**config.mk**
```make
export PLATFORM = sky130hd
export DESIGN_NAME = exe_stage
export DESIGN_NICKNAME = d
export VERILOG_FILES = /design/src/verilog/exe_pkg.sv /design/src/verilog/exe_addr_xlate.sv /design/src/verilog/exe_alu.sv /design/src/verilog/exe_mem_req.sv /design/src/verilog/exe_pipe_ctrl.sv /design/src/verilog/exe_stage.sv
export VERILOG_INCLUDE_DIRS = /design/src /design/src/verilog
export SDC_FILE = /design/constraint.sdc
export NUM_CORES = 1
export LEC_CHECK = 0
export ABC_AREA = 1
export BUFFER_PORTS_ARGS = -buffer_cell sky130_fd_sc_hd__buf_2
export CORE_MARGIN = 2
export CORE_UTILIZATION = 55
export CTS_CLUSTER_DIAMETER = 150
export DETAILED_ROUTE_END_ITERATION = 8
export PLACE_DENSITY = 0.79
export SYNTH_ARGS = -nofsm -noshare
export SYNTH_HDL_FRONTEND = slang
export SYNTH_SLANG_ARGS = --single-unit
```
**constraint.sdc**
```tcl
create_clock -name clk -period 9.1 [get_ports clk]
set_input_delay 0.455 -clock clk [delete_from_list [all_inputs] [get_ports clk]]
set_output_delay 0.455 -clock clk [all_outputs]
set_load 0.02 [all_outputs]
```
**src/verilog/exe_consts.svh**
```systemverilog
`ifndef EXE_CONSTS_SVH
`define EXE_CONSTS_SVH

// One-hot ALU operation bit positions
`define EXE_ALU_ADD     0
`define EXE_ALU_SUB     1
`define EXE_ALU_SLT     2
`define EXE_ALU_SLTU    3
`define EXE_ALU_AND     4
`define EXE_ALU_NOR     5
`define EXE_ALU_OR      6
`define EXE_ALU_XOR     7
`define EXE_ALU_SLL     8
`define EXE_ALU_SRL     9
`define EXE_ALU_SRA     10
`define EXE_ALU_LUI     11

`define EXE_SEG_LSB     29  // Lowest bit of vaddr[31:29]

`define EXE_PLV_KERNEL  0
`define EXE_PLV_USER    3

`endif

```
**src/verilog/exe_pkg.sv**
```systemverilog
`default_nettype none

package exe_pkg;

    typedef logic [31:0] word_t;
    typedef logic [4:0]  reg_idx_t;
    typedef logic [11:0] alu_op_t;  // One-hot
    typedef logic [1:0]  plv_t;
    typedef logic [2:0]  seg_t;

    typedef struct packed {
        logic       plv0;   // Enabled at kernel level
        logic       plv3;   // Enabled at user level
        logic [1:0] mat;
        seg_t       pseg;
        seg_t       vseg;
    } dmw_t;

    typedef struct packed {
        logic da;
        logic pg;
        plv_t plv;
        dmw_t dmw0;
        dmw_t dmw1;
    } crmd_dmw_t;

    typedef struct packed {
        word_t    pc;
        word_t    rj_value;
        word_t    rkd_value;
        word_t    imm;
        alu_op_t  alu_op;
        logic     src1_is_pc;
        logic     src2_is_imm;
        logic     res_from_mem;
        logic     gr_we;
        logic     mem_we;
        logic     op_b;
        logic     op_h;
        logic     op_unsigned_ld;
        reg_idx_t dest;
        logic     ex_adef;       // From fetch
    } id_to_exe_t;

    typedef struct packed {
        word_t      pc;
        word_t      result;
        reg_idx_t   dest;
        logic       gr_we;
        logic       res_from_mem;
        logic       mem_we;
        logic       op_b;
        logic       op_h;
        logic       op_unsigned_ld;
        logic [1:0] vaddr_lo;   // Load byte lane select
        logic       ex_adef;
        logic       ex_ale;
        logic       ex_tlbr;
        word_t      ex_baddr;
    } exe_to_mem_t;

    typedef struct packed {
        logic       wr;
        logic [1:0] size;   // 0 byte, 1 half, 2 word
        logic [3:0] wstrb;
        word_t      addr;
        word_t      wdata;
    } data_cmd_t;

endpackage

`default_nettype wire

```
**src/verilog/exe_addr_xlate.sv**
```systemverilog
`timescale 1ns/1ps
`default_nettype none
`include "exe_consts.svh"

module exe_addr_xlate (
    input  wire exe_pkg::word_t     vaddr,
    input  wire exe_pkg::crmd_dmw_t crmd_dmw,
    output exe_pkg::word_t          paddr,
    output logic                    tlb_miss
);

    exe_pkg::seg_t seg;
    logic          hit0;
    logic          hit1;

    function automatic logic win_hit(input exe_pkg::dmw_t w, input exe_pkg::plv_t plv,
                                     input exe_pkg::seg_t s);
        logic plv_ok;
        plv_ok = (plv == exe_pkg::plv_t'(`EXE_PLV_KERNEL) && w.plv0)
               | (plv == exe_pkg::plv_t'(`EXE_PLV_USER) && w.plv3);
        return plv_ok && (s == w.vseg);
    endfunction

    assign seg  = vaddr[31:`EXE_SEG_LSB];
    assign hit0 = ~crmd_dmw.da & win_hit(crmd_dmw.dmw0, crmd_dmw.plv, seg);
    assign hit1 = ~crmd_dmw.da & win_hit(crmd_dmw.dmw1, crmd_dmw.plv, seg) & ~hit0;

    // No TLB entries, so any mapped access outside the windows misses
    assign tlb_miss = ~crmd_dmw.da & ~hit0 & ~hit1;

    always_comb begin
        if (crmd_dmw.da) begin
            paddr = vaddr;
        end else if (hit0) begin
            paddr = {crmd_dmw.dmw0.pseg, vaddr[`EXE_SEG_LSB-1:0]};
        end else if (hit1) begin
            paddr = {crmd_dmw.dmw1.pseg, vaddr[`EXE_SEG_LSB-1:0]};
        end else begin
            paddr = '0;
        end
    end

endmodule

`default_nettype wire

```
**src/verilog/exe_alu.sv**
```systemverilog
`timescale 1ns/1ps
`default_nettype none
`include "exe_consts.svh"

module exe_alu (
    input  wire exe_pkg::id_to_exe_t inst,
    output exe_pkg::word_t           alu_result
);

    exe_pkg::alu_op_t op;
    exe_pkg::word_t   src1;
    exe_pkg::word_t   src2;
    exe_pkg::word_t   adder_b;
    exe_pkg::word_t   add_result;
    exe_pkg::word_t   slt_result;
    exe_pkg::word_t   sltu_result;
    exe_pkg::word_t   sll_result;
    exe_pkg::word_t   srl_result;
    exe_pkg::word_t   sra_result;
    logic             adder_cin;
    logic             adder_cout;
    logic [4:0]       shamt;

    assign op   = inst.alu_op;
    assign src1 = inst.src1_is_pc  ? inst.pc  : inst.rj_value;
    assign src2 = inst.src2_is_imm ? inst.imm : inst.rkd_value;

    // Shared adder, subtracts for sub and both compares
    assign adder_cin = op[`EXE_ALU_SUB] | op[`EXE_ALU_SLT] | op[`EXE_ALU_SLTU];
    assign adder_b   = adder_cin ? ~src2 : src2;
    assign {adder_cout, add_result} = {1'b0, src1} + {1'b0, adder_b} + {32'd0, adder_cin};

    assign slt_result  = {31'd0, (src1[31] & ~src2[31])
                               | (~(src1[31] ^ src2[31]) & add_result[31])};
    assign sltu_result = {31'd0, ~adder_cout};  // Borrow out

    assign shamt      = src2[4:0];
    assign sll_result = src1 << shamt;
    assign srl_result = src1 >> shamt;
    assign sra_result = $signed(src1) >>> shamt;

    assign alu_result =
          ({32{op[`EXE_ALU_ADD] | op[`EXE_ALU_SUB]}} & add_result)
        | ({32{op[`EXE_ALU_SLT]}}  & slt_result)
        | ({32{op[`EXE_ALU_SLTU]}} & sltu_result)
        | ({32{op[`EXE_ALU_AND]}}  & (src1 & src2))
        | ({32{op[`EXE_ALU_NOR]}}  & ~(src1 | src2))
        | ({32{op[`EXE_ALU_OR]}}   & (src1 | src2))
        | ({32{op[`EXE_ALU_XOR]}}  & (src1 ^ src2))
        | ({32{op[`EXE_ALU_SLL]}}  & sll_result)
        | ({32{op[`EXE_ALU_SRL]}}  & srl_result)
        | ({32{op[`EXE_ALU_SRA]}}  & sra_result)
        | ({32{op[`EXE_ALU_LUI]}}  & src2);  // Immediate already shifted by decode

endmodule

`default_nettype wire

```
**src/verilog/exe_mem_req.sv**
```systemverilog
`timescale 1ns/1ps
`default_nettype none

module exe_mem_req (
    input  wire exe_pkg::id_to_exe_t inst,
    input  wire                      valid,
    input  wire exe_pkg::word_t      alu_result,
    input  wire exe_pkg::word_t      paddr,
    input  wire                      tlb_miss,
    input  wire                      pre_ex,
    input  wire                      cancel,
    input  wire                      mem_allowin,
    input  wire                      data_addr_ok,
    input  wire                      exec_flush,
    output logic                     data_req,
    output exe_pkg::data_cmd_t       data_cmd,
    output logic                     has_ex,
    output logic                     mem_ready,
    output exe_pkg::exe_to_mem_t     mem_bus
);

    logic [1:0] lo;
    logic [3:0] strb;
    logic       is_ls;
    logic       op_w;
    logic       ex_ale;
    logic       ex_tlbr;

    assign lo    = alu_result[1:0];
    assign is_ls = inst.mem_we | inst.res_from_mem;
    assign op_w  = ~inst.op_b & ~inst.op_h;

    assign ex_ale  = is_ls & ((op_w & (lo != 2'b00)) | (inst.op_h & lo[0])) & ~inst.ex_adef;
    assign ex_tlbr = is_ls & tlb_miss & ~ex_ale & ~inst.ex_adef;
    assign has_ex  = inst.ex_adef | ex_ale | ex_tlbr;

    assign data_req  = is_ls & valid & ~cancel & ~pre_ex & ~has_ex & mem_allowin;
    assign mem_ready = (data_req & data_addr_ok) | has_ex | exec_flush;

    always_comb begin
        if (inst.op_b) begin
            strb = 4'b0001 << lo;
        end else if (inst.op_h) begin
            strb = lo[1] ? 4'b1100 : 4'b0011;
        end else begin
            strb = 4'b1111;
        end
    end

    assign data_cmd.wr    = inst.mem_we & ~inst.res_from_mem;
    assign data_cmd.size  = {op_w, inst.op_h};
    assign data_cmd.wstrb = strb & {4{data_req}};  // Quiet when no request
    assign data_cmd.addr  = paddr;
    assign data_cmd.wdata = inst.op_b ? {4{inst.rkd_value[7:0]}}  :
                            inst.op_h ? {2{inst.rkd_value[15:0]}} :
                                        inst.rkd_value;

    assign mem_bus.pc             = inst.pc;
    assign mem_bus.result         = alu_result;
    assign mem_bus.dest           = inst.dest;
    assign mem_bus.gr_we          = inst.gr_we;
    assign mem_bus.res_from_mem   = inst.res_from_mem;
    assign mem_bus.mem_we         = inst.mem_we;
    assign mem_bus.op_b           = inst.op_b;
    assign mem_bus.op_h           = inst.op_h;
    assign mem_bus.op_unsigned_ld = inst.op_unsigned_ld;
    assign mem_bus.vaddr_lo       = lo;
    assign mem_bus.ex_adef        = inst.ex_adef;
    assign mem_bus.ex_ale         = ex_ale;
    assign mem_bus.ex_tlbr        = ex_tlbr;
    assign mem_bus.ex_baddr       = alu_result;  // Virtual address for BADV

endmodule

`default_nettype wire

```
**src/verilog/exe_pipe_ctrl.sv**
```systemverilog
`timescale 1ns/1ps
`default_nettype none

module exe_pipe_ctrl (
    input  wire                       clk,
    input  wire                       reset,
    input  wire                       id_valid,
    input  wire exe_pkg::id_to_exe_t  id_bus,
    input  wire                       mem_allowin,
    input  wire                       mem_ready,
    input  wire                       has_ex,
    input  wire                       exec_flush,
    output logic                      exe_allowin,
    output exe_pkg::id_to_exe_t       inst,
    output logic                      valid,
    output logic                      ready_go,
    output logic                      exe_to_mem_valid,
    output logic                      pre_ex,
    output logic                      cancel
);

    logic is_ls;

    assign is_ls            = inst.mem_we | inst.res_from_mem;
    assign ready_go         = is_ls ? mem_ready : 1'b1;  // Memory ops wait for address accept
    assign exe_allowin      = ~valid | (ready_go & mem_allowin);
    assign exe_to_mem_valid = valid & ready_go;

    always_ff @(posedge clk) begin
        if (reset) begin
            valid <= 1'b0;
        end else if (exec_flush) begin
            valid <= 1'b0;
        end else if (exe_allowin) begin
            valid <= id_valid;
        end
    end

    always_ff @(posedge clk) begin
        if (exe_allowin && id_valid) begin
            inst <= id_bus;
        end
    end

    // Blocks further requests until the exception is taken
    always_ff @(posedge clk) begin
        if (reset) begin
            pre_ex <= 1'b0;
        end else if (~exec_flush & has_ex & valid) begin
            pre_ex <= 1'b1;
        end else if (exec_flush) begin
            pre_ex <= 1'b0;
        end
    end

    always_ff @(posedge clk) begin
        if (reset) begin
            cancel <= 1'b0;
        end else if (exec_flush) begin
            cancel <= 1'b1;
        end else if (id_valid & exe_allowin) begin
            cancel <= 1'b0;  // New instruction after flush
        end
    end

endmodule

`default_nettype wire

```
**src/verilog/exe_stage.sv**
```systemverilog
`timescale 1ns/1ps
`default_nettype none

module exe_stage (
    input  wire                      clk,
    input  wire                      reset,
    input  wire                      id_valid,
    input  wire exe_pkg::id_to_exe_t id_bus,
    output wire                      exe_allowin,
    input  wire                      mem_allowin,
    output wire                      exe_to_mem_valid,
    output wire exe_pkg::exe_to_mem_t mem_bus,
    output wire                      data_req,
    output wire exe_pkg::data_cmd_t  data_cmd,
    input  wire                      data_addr_ok,
    input  wire exe_pkg::crmd_dmw_t  crmd_dmw,
    output wire                      exe_valid,
    input  wire                      exec_flush
);

    exe_pkg::id_to_exe_t inst;
    exe_pkg::word_t      alu_result;
    exe_pkg::word_t      paddr;
    logic                valid;
    logic                cancel;
    logic                pre_ex;
    logic                tlb_miss;
    logic                has_ex;
    logic                mem_ready;

    assign exe_valid = valid;

    exe_pipe_ctrl u_pipe_ctrl (
        .clk              (clk),
        .reset            (reset),
        .id_valid         (id_valid),
        .id_bus           (id_bus),
        .mem_allowin      (mem_allowin),
        .mem_ready        (mem_ready),
        .has_ex           (has_ex),
        .exec_flush       (exec_flush),
        .exe_allowin      (exe_allowin),
        .inst             (inst),
        .valid            (valid),
        .ready_go         (),           // Only needed inside the handshake
        .exe_to_mem_valid (exe_to_mem_valid),
        .pre_ex           (pre_ex),
        .cancel           (cancel)
    );

    exe_alu u_alu (
        .inst       (inst),
        .alu_result (alu_result)
    );

    exe_addr_xlate u_addr_xlate (
        .vaddr    (alu_result),
        .crmd_dmw (crmd_dmw),
        .paddr    (paddr),
        .tlb_miss (tlb_miss)
    );

    exe_mem_req u_mem_req (
        .inst         (inst),
        .valid        (valid),
        .alu_result   (alu_result),
        .paddr        (paddr),
        .tlb_miss     (tlb_miss),
        .pre_ex       (pre_ex),
        .cancel       (cancel),
        .mem_allowin  (mem_allowin),
        .data_addr_ok (data_addr_ok),
        .exec_flush   (exec_flush),
        .data_req     (data_req),
        .data_cmd     (data_cmd),
        .has_ex       (has_ex),
        .mem_ready    (mem_ready),
        .mem_bus      (mem_bus)
    );

endmodule

`default_nettype wire
```
## Word level (Yosys, flattened, before mapping)

Cells that the tools add are included.

| storage, ports and cells | value |
|---|---|
| flip-flop bits (word level) | 157 |
| latch bits | 0 |
| memory bits (writable) | 0 |
| ROM bits | 0 |
| input port bits | 184 |
| output and inout port bits | 187 |
| logic and storage cells | 139 |
| memories | 0 |

| cells by class | value |
|---|---|
| add/sub/neg operators | 2 |
| multiply operators | 0 |
| div/mod/pow operators | 0 |
| magnitude comparators | 0 |
| equal/unequal tests | 3 |
| shifts and indexed selects | 4 |
| mux-type cells | 16 |
| bitwise gates (word level) | 84 |
| reductions and logical operators | 12 |

Operators by type and width:

| cell | number |
|---|---|
| bitwise OR 32 bit | 11 |
| AND 32 bit | 10 |
| 2-to-1 mux 32 bit | 8 |
| AND 32 x 1 -> 32 bit | 2 |
| inverter 32 bit | 2 |
| adder 32 x 32 -> 33 bit | 1 |
| adder 33 x 1 -> 33 bit | 1 |
| left shift 32 x 5 -> 32 bit | 1 |
| >> shifter 32 x 5 -> 32 bit | 1 |
| >>> shifter 32 x 5 -> 32 bit | 1 |
| bitwise XOR 32 bit | 1 |
| AND 1 bit | 27 |
| inverter 1 bit | 16 |
| bitwise OR 1 bit | 13 |
| 2-to-1 mux 4 bit | 3 |
| logical AND 1 bit | 7 |
| == test 3 bit | 2 |
| nonzero test 2 bit | 3 |
| 2-to-1 mux 1 bit | 5 |
| AND 4 bit | 1 |
| left shift 1 x 2 -> 4 bit (first input constant) | 1 |
| == test 2 bit (second input constant) | 1 |
| zero test 2 bit | 1 |
| OR reduction 2 bit | 1 |
| bitwise XOR 1 bit | 1 |

## Logic depth before layout (Yosys ltp)

Gate-level depths: netlist of the first run.

| depth | value |
|---|---|
| word-level depth | 41 |
| depth in mapped cells | 36 |
| depth with buffers taken out | 32 |

## Modules after synthesis

Synthesis of the first run repeated with hierarchy kept, for this count alone.

| unflattened totals | value |
|---|---|
| cells, all modules | 2,256 |
| area total of the unflattened synthesis | 15,767.6 µm² |

By module, submodules not included:

| module | times used | cells an instance | area an instance (µm²) | sequential area each (µm²) |
|---|---|---|---|---|
| exe_alu | 1 | 1,697 | 8,758.4 | 0.0 |
| exe_pipe_ctrl | 1 | 173 | 4,780.8 | 4,684.5 |
| exe_mem_req | 1 | 270 | 1,676.6 | 0.0 |
| exe_addr_xlate | 1 | 116 | 551.8 | 0.0 |

## Least setup slack after synthesis of the first run

Ideal clock, no wire load.

| path | value |
|---|---|
| path kind | register -> register |
| start point | register, netlist name u_pipe_ctrl.inst[12] |
| end point | register, netlist name u_pipe_ctrl.inst[0] |
| library setup time | 507 ps |
| arrival | 7,392 ps |
| data required time | 8,593 ps |
| slack | 1,201 ps |
| cell stages (with the launch flop) | 32 |
| buffers on the path | 6 |
| clock period less this slack | 7,899 ps |
| cells stage by stage | edfxtp_1 > buf_4 > buf_2 > o21ai_2 > buf_2 > buf_2 > clkbuf_1 > buf_1 > xnor2_1 > ha_1 > nand2_1 > nor2_1 > nand3_1 > nand2_1 > nand2_1 > nand2_1 > nand2_1 > nand2_1 > nand2_1 > nand3_1 > nand3_2 > nand2_1 > nand2_1 > nor2_1 > nand3_1 > nand4_1 > nand4_2 > o21bai_1 > nand2_1 > nand2_2 > nand2_2 > inv_1 |

## Worst setup path after layout of the first run

| path | value |
|---|---|
| start point | register, netlist name u_pipe_ctrl.inst[12] |
| end point | register, netlist name u_pipe_ctrl.inst[26] |

| between the ends | value |
|---|---|
| word-level cells in the longest chain between the ends | 37 |
| elaborated cells on any way between the ends | 73 |
| classes of those cells | add/sub: 2; eq/ne: 2; shift: 3; mux: 3; bitwise: 59; reduce/logical: 4 |

Ends and longest elaborated chain:

| element | RTL line | RTL |
|---|---|---|
| 2-to-1 mux 32 bit * | exe_alu.sv:26 | `assign src2 = inst.src2_is_imm ? inst.imm : inst.rkd_value;` |
| inverter 32 bit | exe_alu.sv:30 | `assign adder_b = adder_cin ? ~src2 : src2;` |
| 2-to-1 mux 32 bit | exe_alu.sv:30 |  |
| adder 32 x 32 -> 33 bit | exe_alu.sv:31 | `assign {adder_cout, add_result} = {1'b0, src1} + {1'b0, adder_b} + {32'd0, adder_cin};` |
| adder 33 x 1 -> 33 bit | exe_alu.sv:31 |  |
| AND 1 bit or AND 32 bit (tied branches) | exe_alu.sv:34, exe_alu.sv:43 |  |
| bitwise OR 1 bit or bitwise OR 32 bit (tied branches) | exe_alu.sv:34, exe_alu.sv:43 |  |
| AND 32 x 1 -> 32 bit or bitwise OR 32 bit (tied branches) | exe_alu.sv:44, exe_alu.sv:43 |  |
| [... 19 more ...] | - |  |
| inverter 1 bit | exe_mem_req.sv:37 | `assign data_req = is_ls & valid & ~cancel & ~pre_ex & ~has_ex & mem_allowin;` |
| AND 1 bit (2 in a row) | exe_mem_req.sv:37 |  |
| AND 1 bit | exe_mem_req.sv:38 | `assign mem_ready = (data_req & data_addr_ok) \| has_ex \| exec_flush;` |
| bitwise OR 1 bit * (2 in a row) | exe_mem_req.sv:38 |  |
| 2-to-1 mux 1 bit * | exe_pipe_ctrl.sv:25 | `assign ready_go = is_ls ? mem_ready : 1'b1;` |
| AND 1 bit * | exe_pipe_ctrl.sv:26 | `assign exe_allowin = ~valid \| (ready_go & mem_allowin);` |
| bitwise OR 1 bit * | exe_pipe_ctrl.sv:26 |  |
| logical AND 1 bit * | exe_pipe_ctrl.sv:40 | `if (exe_allowin && id_valid) begin` |

Every way passes the cells marked *; elsewhere a longest branch is shown, timed or not.
A chain may end at the register's enable or synchronous reset.

==> summary.md, run 1 <==
| Metric | Value |
|---|---|
| Postcts setup bufs | `0` |
| Routed length on met2 | `~26 mm` |
| DP Wirelength | `~46 mm` |
| Metal1 wirelength | `about 23 mm` |
| FF+latch count, synth | `about 160` |
| Tmin final | `around 7.0 ns` |
| Mean Syn Cell Area | `~7 sq um` |
| Power density over the cells | `171 nW/um^2` |
| Die Ht | `around 170 um` |
| Worst Path Arrival | `7.09 ns` |
| Post-CTS Hold Fix Bufs | `0` |
| TNS Setup | `0 ns` |
| Largest net degree at the start of global routing | `between 90 and 100` |
| Worst-margin pin slew | `~1.3 ns` |
| Clock Latency Late Sink | `0.44 ns` |
| Most common cell on crit path | `nand2_1` |
| Max-slew violation count | `0` |
| Clock transition at path regs | `around 0.08 ns` |
| Area Overhead vs Synth | `13.4%` |
| Final hold vios | `0` |
| DR pass1 iterations | `7` |
| Slowest-stage cell, CP | `edfxtp_1` |
| Run status | `finished, final reports clean` |
| Required time of the worst setup path | `around 9.2 ns` |
| Root buffer selected by CTS | `clkbuf_16` |
| Initial Util | `0.556` |
| Gr usage total | `0.417` |
| WHS Endpoint | `u_pipe_ctrl.cancel$_SDFFE_PP0P_` |
| Residual DRC | `0` |
| Iteration-0 DRC count of the detailed router | `approximately 2.3k` |
| Final setup fails | `0` |
| Skew final | `0.0195 ns` |
| Synthesized Nets | `roughly 2.4k` |
| Highest metal used | `met4` |
| CTS buffer count | `17` |
| CP max FO | `between 90 and 100` |
| FF-to-FF path depth | `31` |
| DR vias | `roughly 16k` |
| Site Rows | `60` |
| Slew Limit Headroom | `0.139` |
| Classification of the worst setup path | `flip-flop to flip-flop` |
| GP Congestion | `between 1 and 1.5` |
| Initial antenna violation count | `0` |
| Layout cells sized above 1 | `0.200` |
| Met3 WL | `around 7.3 mm` |
| Final core occ | `0.630` |
| Diodes inserted | `0` |
| Maxcap violations | `0` |
| Top_reg_cell synth | `edfxtp_1` |
| Die area | `~28000 sq um` |
| CTS H-tree depth | `4` |
| WL final | `60.8 mm` |
| IO Count | `approximately 370` |
| Sequential fraction of the synthesis area | `0.315` |
| Final nets | `between 2k and 3k` |
| CTS sink cnt | `around 160` |
| Static Leak | `just over 8 nW` |
| Area occupied by registers | `4680 sq um` |
| Final period util | `0.765` |
| Post-CTS sizing | `0` |
| Crit end category | `flip-flop` |
| Type of origin of the critical path | `flip-flop` |
| Synth warn | `0` |
| DR WL/cell | `~22 um` |
| Asr flop ratio synth | `0` |
| Grt ovf | `0` |
| Cell variety after synth | `52` |
| Hold depth | `2` |
| Hold WC Path Type | `primary input to flip-flop` |
| Max Freq | `144 MHz` |
| RSZ-0062 raised after global routing | `false` |
| First-pass GRT wire length | `slightly below 90 mm` |
| Flop2flop setup slack | `2.14 ns` |
| Synth Cell Area | `between 10000 and 15000 sq um` |
| Gate Count Post-Synth | `2123` |
| Post-DRT Antenna Nets | `0` |
| Worst vdd ir | `0.000130 V` |
| Core Region | `26800 sq um` |
| DIE WIDTH | `approximately 170 um` |
| Vias in the first global route | `roughly 15k` |
| Multi-input gate area | `just over 8000 sq um` |
| Slowest stage delay, CP | `approximately 0.75 ns` |
| Clock Tree Buf Depth | `2` |
| Worst R2R Start | `u_pipe_ctrl.inst[12]$_DFFE_PP_` |
| HP Start | `reset` |
| Port Buffer Count | `between 300 and 400` |
| Worst r2r dst | `u_pipe_ctrl.inst[26]$_DFFE_PP_` |
| Fill cell count | `2361` |
| TritonCTS clock tree | `built` |
| Vias per Instance | `between 6 and 7` |
| EDFF count, synth | `around 150` |
## sequential cells by signal, indices dropped and copies added, names as in the netlist
signal              flops
u_pipe_ctrl.pre_ex      1
u_pipe_ctrl.cancel      1
u_pipe_ctrl.inst      154
u_pipe_ctrl.valid       1
## power breakdown
| part | internal [mW] | total, mW | switching [mW] |
|---|---|---|---|
| clock | 0.393 | 0.769 | 0.376 |
| sequential | 0.844 | 0.870 | 0.0253 |
| combinational | 0.365 | 1.25 | 0.882 |
## area by class of cell
| type | count | share of cell area |
|---|---|---|
| flip-flops and latches | 157 | 0.278 |
| clock buffers | 17 | 0.0252 |
| repair buffers | 395 | 0.122 |
| inverters | 238 | 0.0532 |
| clock inverters | 15 | 0.0102 |
| well taps | 341 | 0.0253 |
| multi-input cells | 1542 | 0.487 |
## cells in the mapped netlist (5+ instances only)
cell type / count / share of area
nor3_1: 11 / 0.0037
buf_1: 13 / 0.0033
ha_1: 98 / 0.082
o21ai_0: 174 / 0.058
buf_4: 98 / 0.049
o221ai_1: 7 / 0.0041
nand3_1: 171 / 0.057
xor2_1: 5 / 0.0029
nand4_1: 14 / 0.0059
o21ai_1: 7 / 0.0024
a21oi_1: 98 / 0.033
a211oi_1: 6 / 0.0030
a2111oi_0: 5 / 0.0029
mux2i_1: 5 / 0.0034
o211ai_1: 19 / 0.0096
edfxtp_1: 154 / 0.31
o21bai_1: 7 / 0.0035
o2111ai_1: 26 / 0.015
inv_1: 228 / 0.057
nand2_1: 632 / 0.16
nor2_1: 120 / 0.030
a221oi_1: 24 / 0.014
a31oi_1: 14 / 0.0059
or2_2: 9 / 0.0038
xnor2_1: 30 / 0.018
clkbuf_1: 51 / 0.013
inv_2: 6 / 0.0015
buf_2: 20 / 0.0067
nand2_2: 17 / 0.0071
## metal layers
| metal | vias to the layer above | global-route usage |
|---|---|---|
| met5 | - | 0 |
| li1 | 7506 | - |
| met4 | 0 | 0.239 |
| met3 | 228 | 0.0914 |
| met1 | 7481 | 0.536 |
| met2 | 1211 | 0.652 |
## worst max-delay path by stage
stage,start,end,slack [ns],depth (start not counted)
finish,u_pipe_ctrl.inst[12]$_DFFE_PP_,u_pipe_ctrl.inst[26]$_DFFE_PP_,2.14,31
global route,u_pipe_ctrl.inst[12]$_DFFE_PP_,u_pipe_ctrl.inst[77]$_DFFE_PP_,1.66,31
CTS,u_pipe_ctrl.inst[12]$_DFFE_PP_,u_pipe_ctrl.inst[26]$_DFFE_PP_,2.34,31
detailed placement,u_pipe_ctrl.inst[12]$_DFFE_PP_,u_pipe_ctrl.inst[77]$_DFFE_PP_,2.39,31
global placement,u_pipe_ctrl.inst[12]$_DFFE_PP_,u_pipe_ctrl.inst[77]$_DFFE_PP_,2.59,31
floorplan,u_pipe_ctrl.inst[12]$_DFFE_PP_,u_pipe_ctrl.inst[0]$_DFFE_PP_,1.20,31
## worst max-delay path, delay by kind of cell, from the launching register on
family | cells | cell delay [ns]
buffers and inverters | 6 | 1.85
AND/OR/NAND/NOR | 22 | 3.03
AO/OA/AOI/OAI | 2 | 0.28
adder cells (fa/ha/maj) | 1 | 0.55
flip-flops | 1 | 0.75
## cells in the final DEF, fill, tap and decap left out, types with 5 or more instances in the layout
cell / instances
nand2_1: 632
buf_2: 365
inv_1: 227
o21ai_0: 174
nand3_1: 171
edfxtp_1: 154
nor2_1: 118
a21oi_1: 98
ha_1: 98
xnor2_1: 30
buf_4: 30
o2111ai_1: 26
a221oi_1: 24
o211ai_1: 19
nand2_2: 17
clkbuf_16: 17
nand4_1: 14
a31oi_1: 14
nor3_1: 11
or2_2: 9
o21bai_1: 7
o221ai_1: 7
inv_6: 7
inv_2: 6
o21ai_1: 6
a211oi_1: 6
clkinv_1: 5
mux2i_1: 5
xor2_1: 5
## kinds of logic after synthesis
group	Yosys count	synth area share
buffers and inverters	424	0.135
xor gates and xnor gates	35	0.0206
and+or+nand+nor	991	0.277
AOI/OAI and AO/OA	412	0.166
adders and majority gates	99	0.0837
muxes	5	0.00336
DFF	157	0.315
## stage by stage
stage / cell area [sq um] / hold slack [ns] / worst slack [ns] / power (mW) / std cells
3_3_place_gp: 16300 / 0.447 / 2.59 / 2.06 / 2673
6_report: 16900 / 0.175 / 2.14 / 2.89 / 2705
4_1_cts: 16900 / 0.171 / 2.34 / 2.84 / 2705
2_1_floorplan: 14900 / 0.433 / 1.20 / 1.71 / 2123
3_5_place_dp: 16300 / 0.462 / 2.39 / 2.08 / 2673
5_1_grt: 16900 / 0.178 / 1.66 / 3.00 / 2705
Note: power is estimated with default switching activity, not from simulation.
==> run 2: changes to the inputs <==
--- a/config.mk
+++ b/config.mk
@@ -9,10 +9,10 @@
 export ABC_AREA = 1
 export BUFFER_PORTS_ARGS = -buffer_cell sky130_fd_sc_hd__buf_2
 export CORE_MARGIN = 2
-export CORE_UTILIZATION = 55
+export CORE_UTILIZATION = 50
 export CTS_CLUSTER_DIAMETER = 150
 export DETAILED_ROUTE_END_ITERATION = 8
-export PLACE_DENSITY = 0.79
+export PLACE_DENSITY = 0.76
 export SYNTH_ARGS = -nofsm -noshare
 export SYNTH_HDL_FRONTEND = slang
 export SYNTH_SLANG_ARGS = --single-unit
==> constraint.sdc (replaced) <==
create_clock -name clk -period 5.7 [get_ports clk]
set_input_delay 0.285 -clock clk [delete_from_list [all_inputs] [get_ports clk]]
set_output_delay 0.285 -clock clk [all_outputs]
set_load 0.02 [all_outputs]
==> run 2 against run 1 <==
Critical path depth down 3. Design area up 3.9%. Via count down 0.51%. Critical path type unchanged. Worst hold slack worse by 0.16 ns. Total power up 59%. Largest power group unchanged. Flip-flop and latch count unchanged. Register-to-register slack worse by 1.7 ns. Cell count up 3.9%.
==> summary.md, run 2 (synthesis gave the netlist of run 1 again) <==
| Metric | Value |
|---|---|
| Run status | `finished, final reports clean` |
| Slowest-stage cell, CP | `fa_1` |
| Flop2flop setup slack | `approximately 0.47 ns` |
| TritonCTS clock tree | `built` |
| Worst R2R Start | `u_pipe_ctrl.inst[12]$_DFFE_PP_` |
| Largest net degree at the start of global routing | `between 70 and 80` |
| Clock Latency Late Sink | `around 0.44 ns` |
| Gr usage total | `0.392` |
| DR vias | `around 16k` |
| Grt ovf | `0` |
| Worst-margin pin slew | `1.02 ns` |
| Slowest stage delay, CP | `0.50 ns` |
| Clock transition at path regs | `~0.07 ns` |
| DR pass1 iterations | `6` |
| FF-to-FF path depth | `28` |
| Delay-heaviest family, CP | `simple AND/OR/NAND/NOR gates` |
| Tmin final | `around 5.2 ns` |
| Skew final | `0.0131 ns` |
| Final WS setup | `~0.47 ns` |
| Worst vdd ir | `~0.00022 V` |
| Post-place setup slack | `approximately 0.55 ns` |
| Most frequent cells in the layout | `nand2_1 (628), buf_2 (365), inv_1 (227), nand3_1 (168), o21ai_0 (167)` |
| CTS sink cnt | `157` |
| DIE WIDTH | `around 180 um` |
| First-pass GRT wire length | `~91 mm` |
| Most common cell on crit path | `nand2_1` |
| Die area | `between 30000 and 40000 sq um` |
| Final hold slack | `between 0.01 and 0.015 ns` |
| Vias in the first global route | `roughly 15k` |
| Max Freq | `~190 MHz` |
| Area Overhead vs Synth | `17.8%` |
| Final setup fails | `0` |
| DP Wirelength | `48.8 mm` |
| TNS Setup | `0 ns` |
| Core Region | `29500 sq um` |
| WP buf/inv | `4` |
| Die Ht | `between 150 and 200 um` |
| Root buffer selected by CTS | `clkbuf_16` |
| Power density over the cells | `262 nW/um^2` |
| CP max FO | `62` |
| Initial antenna violation count | `0` |
| Slew Limit Headroom | `0.316` |
| Number of flip-flops in the largest register | `154` |
| Max-slew violation count | `0` |
| IO Count | `371` |
| Worst r2r dst | `u_pipe_ctrl.inst[107]$_DFFE_PP_` |
| Crit end category | `flip-flop` |
| Classification of the worst setup path | `flip-flop to flip-flop` |
| RSZ-0062 raised after global routing | `false` |
| Final nets | `between 2k and 3k` |
| CTS buffer count | `17` |
| Final hold vios | `0` |
| Iteration-0 DRC count of the detailed router | `about 1.6k` |
| Post-DRT Antenna Nets | `0` |
| Clock Tree Buf Depth | `2` |
| CTS H-tree depth | `4` |
| Vias per Instance | `around 5.8` |
| Type of origin of the critical path | `flip-flop` |
| DR WL/cell | `approximately 22 um` |
| Worst setup endpoint | `u_pipe_ctrl.inst[107]$_DFFE_PP_` |
| Initial Util | `0.505` |
| Crit path launch | `u_pipe_ctrl.inst[12]$_DFFE_PP_` |
| GP Congestion | `roughly 1.0` |
| GR Util met1 | `0.499` |
| Met2 GRT Util | `0.610` |
| Layer with the highest usage | `met2` |
| Top reg by flops | `u_pipe_ctrl.inst` |
| Residual DRC | `0` |
| Required time of the worst setup path | `roughly 5.9 ns` |
| Placed cells | `about 2.8k` |
| Crit path depth | `28` |
| Site Rows | `63` |
| Static Leak | `around 8.6 nW` |
| Worst Path Arrival | `approximately 5.4 ns` |
| Met3 Track Usage GR | `0.0870` |
| Final period util | `0.918` |
| Port Buffer Count | `between 300 and 400` |
| Layout cells sized above 1 | `0.223` |
| Finished Layout Cells | `~2.8k` |
| Commonest non-fill, non-tap cell in the layout | `nand2_1` |
| Hold WC Path Type | `primary input to flip-flop` |
| WL final | `roughly 62 mm` |
| Maxcap violations | `0` |
[run 2: where the power goes]
part           total [mW]  switching, mW  internal (mW)
Sequential           1.39         0.0392           1.35
Combinational        2.06           1.43          0.634
Clock                1.14          0.554          0.589
Total                4.59           2.02           2.57
[run 2: area by class of cell]
cell class	count	area, sq um
fillers	2797	11900
inverters	238	897
clock buffers	17	425
clock inverters	15	166
diodes	1	2.50
repair buffers	450	2570
flip-flops and latches	157	4680
multi-input cells	1542	8310
well taps	390	488
[run 2: through the flow]
step	area [sq um]	util	power [mW]
2_1_floorplan	15100	-	2.76
3_3_place_gp	16900	0.574	3.38
3_5_place_dp	16900	0.574	3.40
4_1_cts	17500	0.594	4.54
5_1_grt	17500	0.595	4.82
6_report	17500	0.595	4.59
[run 2: worst min path at each step]
stage | startpoint | endpoint | depth (start not counted)
after floorplan | reset | u_pipe_ctrl.cancel$_SDFFE_PP0P_ | 1
after global placement | u_pipe_ctrl.cancel$_SDFFE_PP0P_ | u_pipe_ctrl.cancel$_SDFFE_PP0P_ | 2
after detailed placement | u_pipe_ctrl.pre_ex$_SDFFE_PP0P_ | u_pipe_ctrl.pre_ex$_SDFFE_PP0P_ | 2
after CTS | id_bus[1] | u_pipe_ctrl.inst[1]$_DFFE_PP_ | 1
after global routing | id_bus[98] | u_pipe_ctrl.inst[98]$_DFFE_PP_ | 1
final | id_bus[63] | u_pipe_ctrl.inst[63]$_DFFE_PP_ | 1
[run 2: metal layers]
| layer | vias to the layer above | routed length (um) | share of wire |
|---|---|---|---|
| met2 | 919 | 27500 | 0.44 |
| met4 | 0 | 3800 | 0.061 |
| met1 | 7621 | 24500 | 0.40 |
| met3 | 186 | 6080 | 0.098 |
| li1 | 7616 | - | - |
| met5 | - | 0 | 0 |
[run 2: timing repair]
item                      CTS  global route
hold buffers                0             1
buffers inserted            0             0
resized for setup           0             0
hold endpoints to repair    0             1
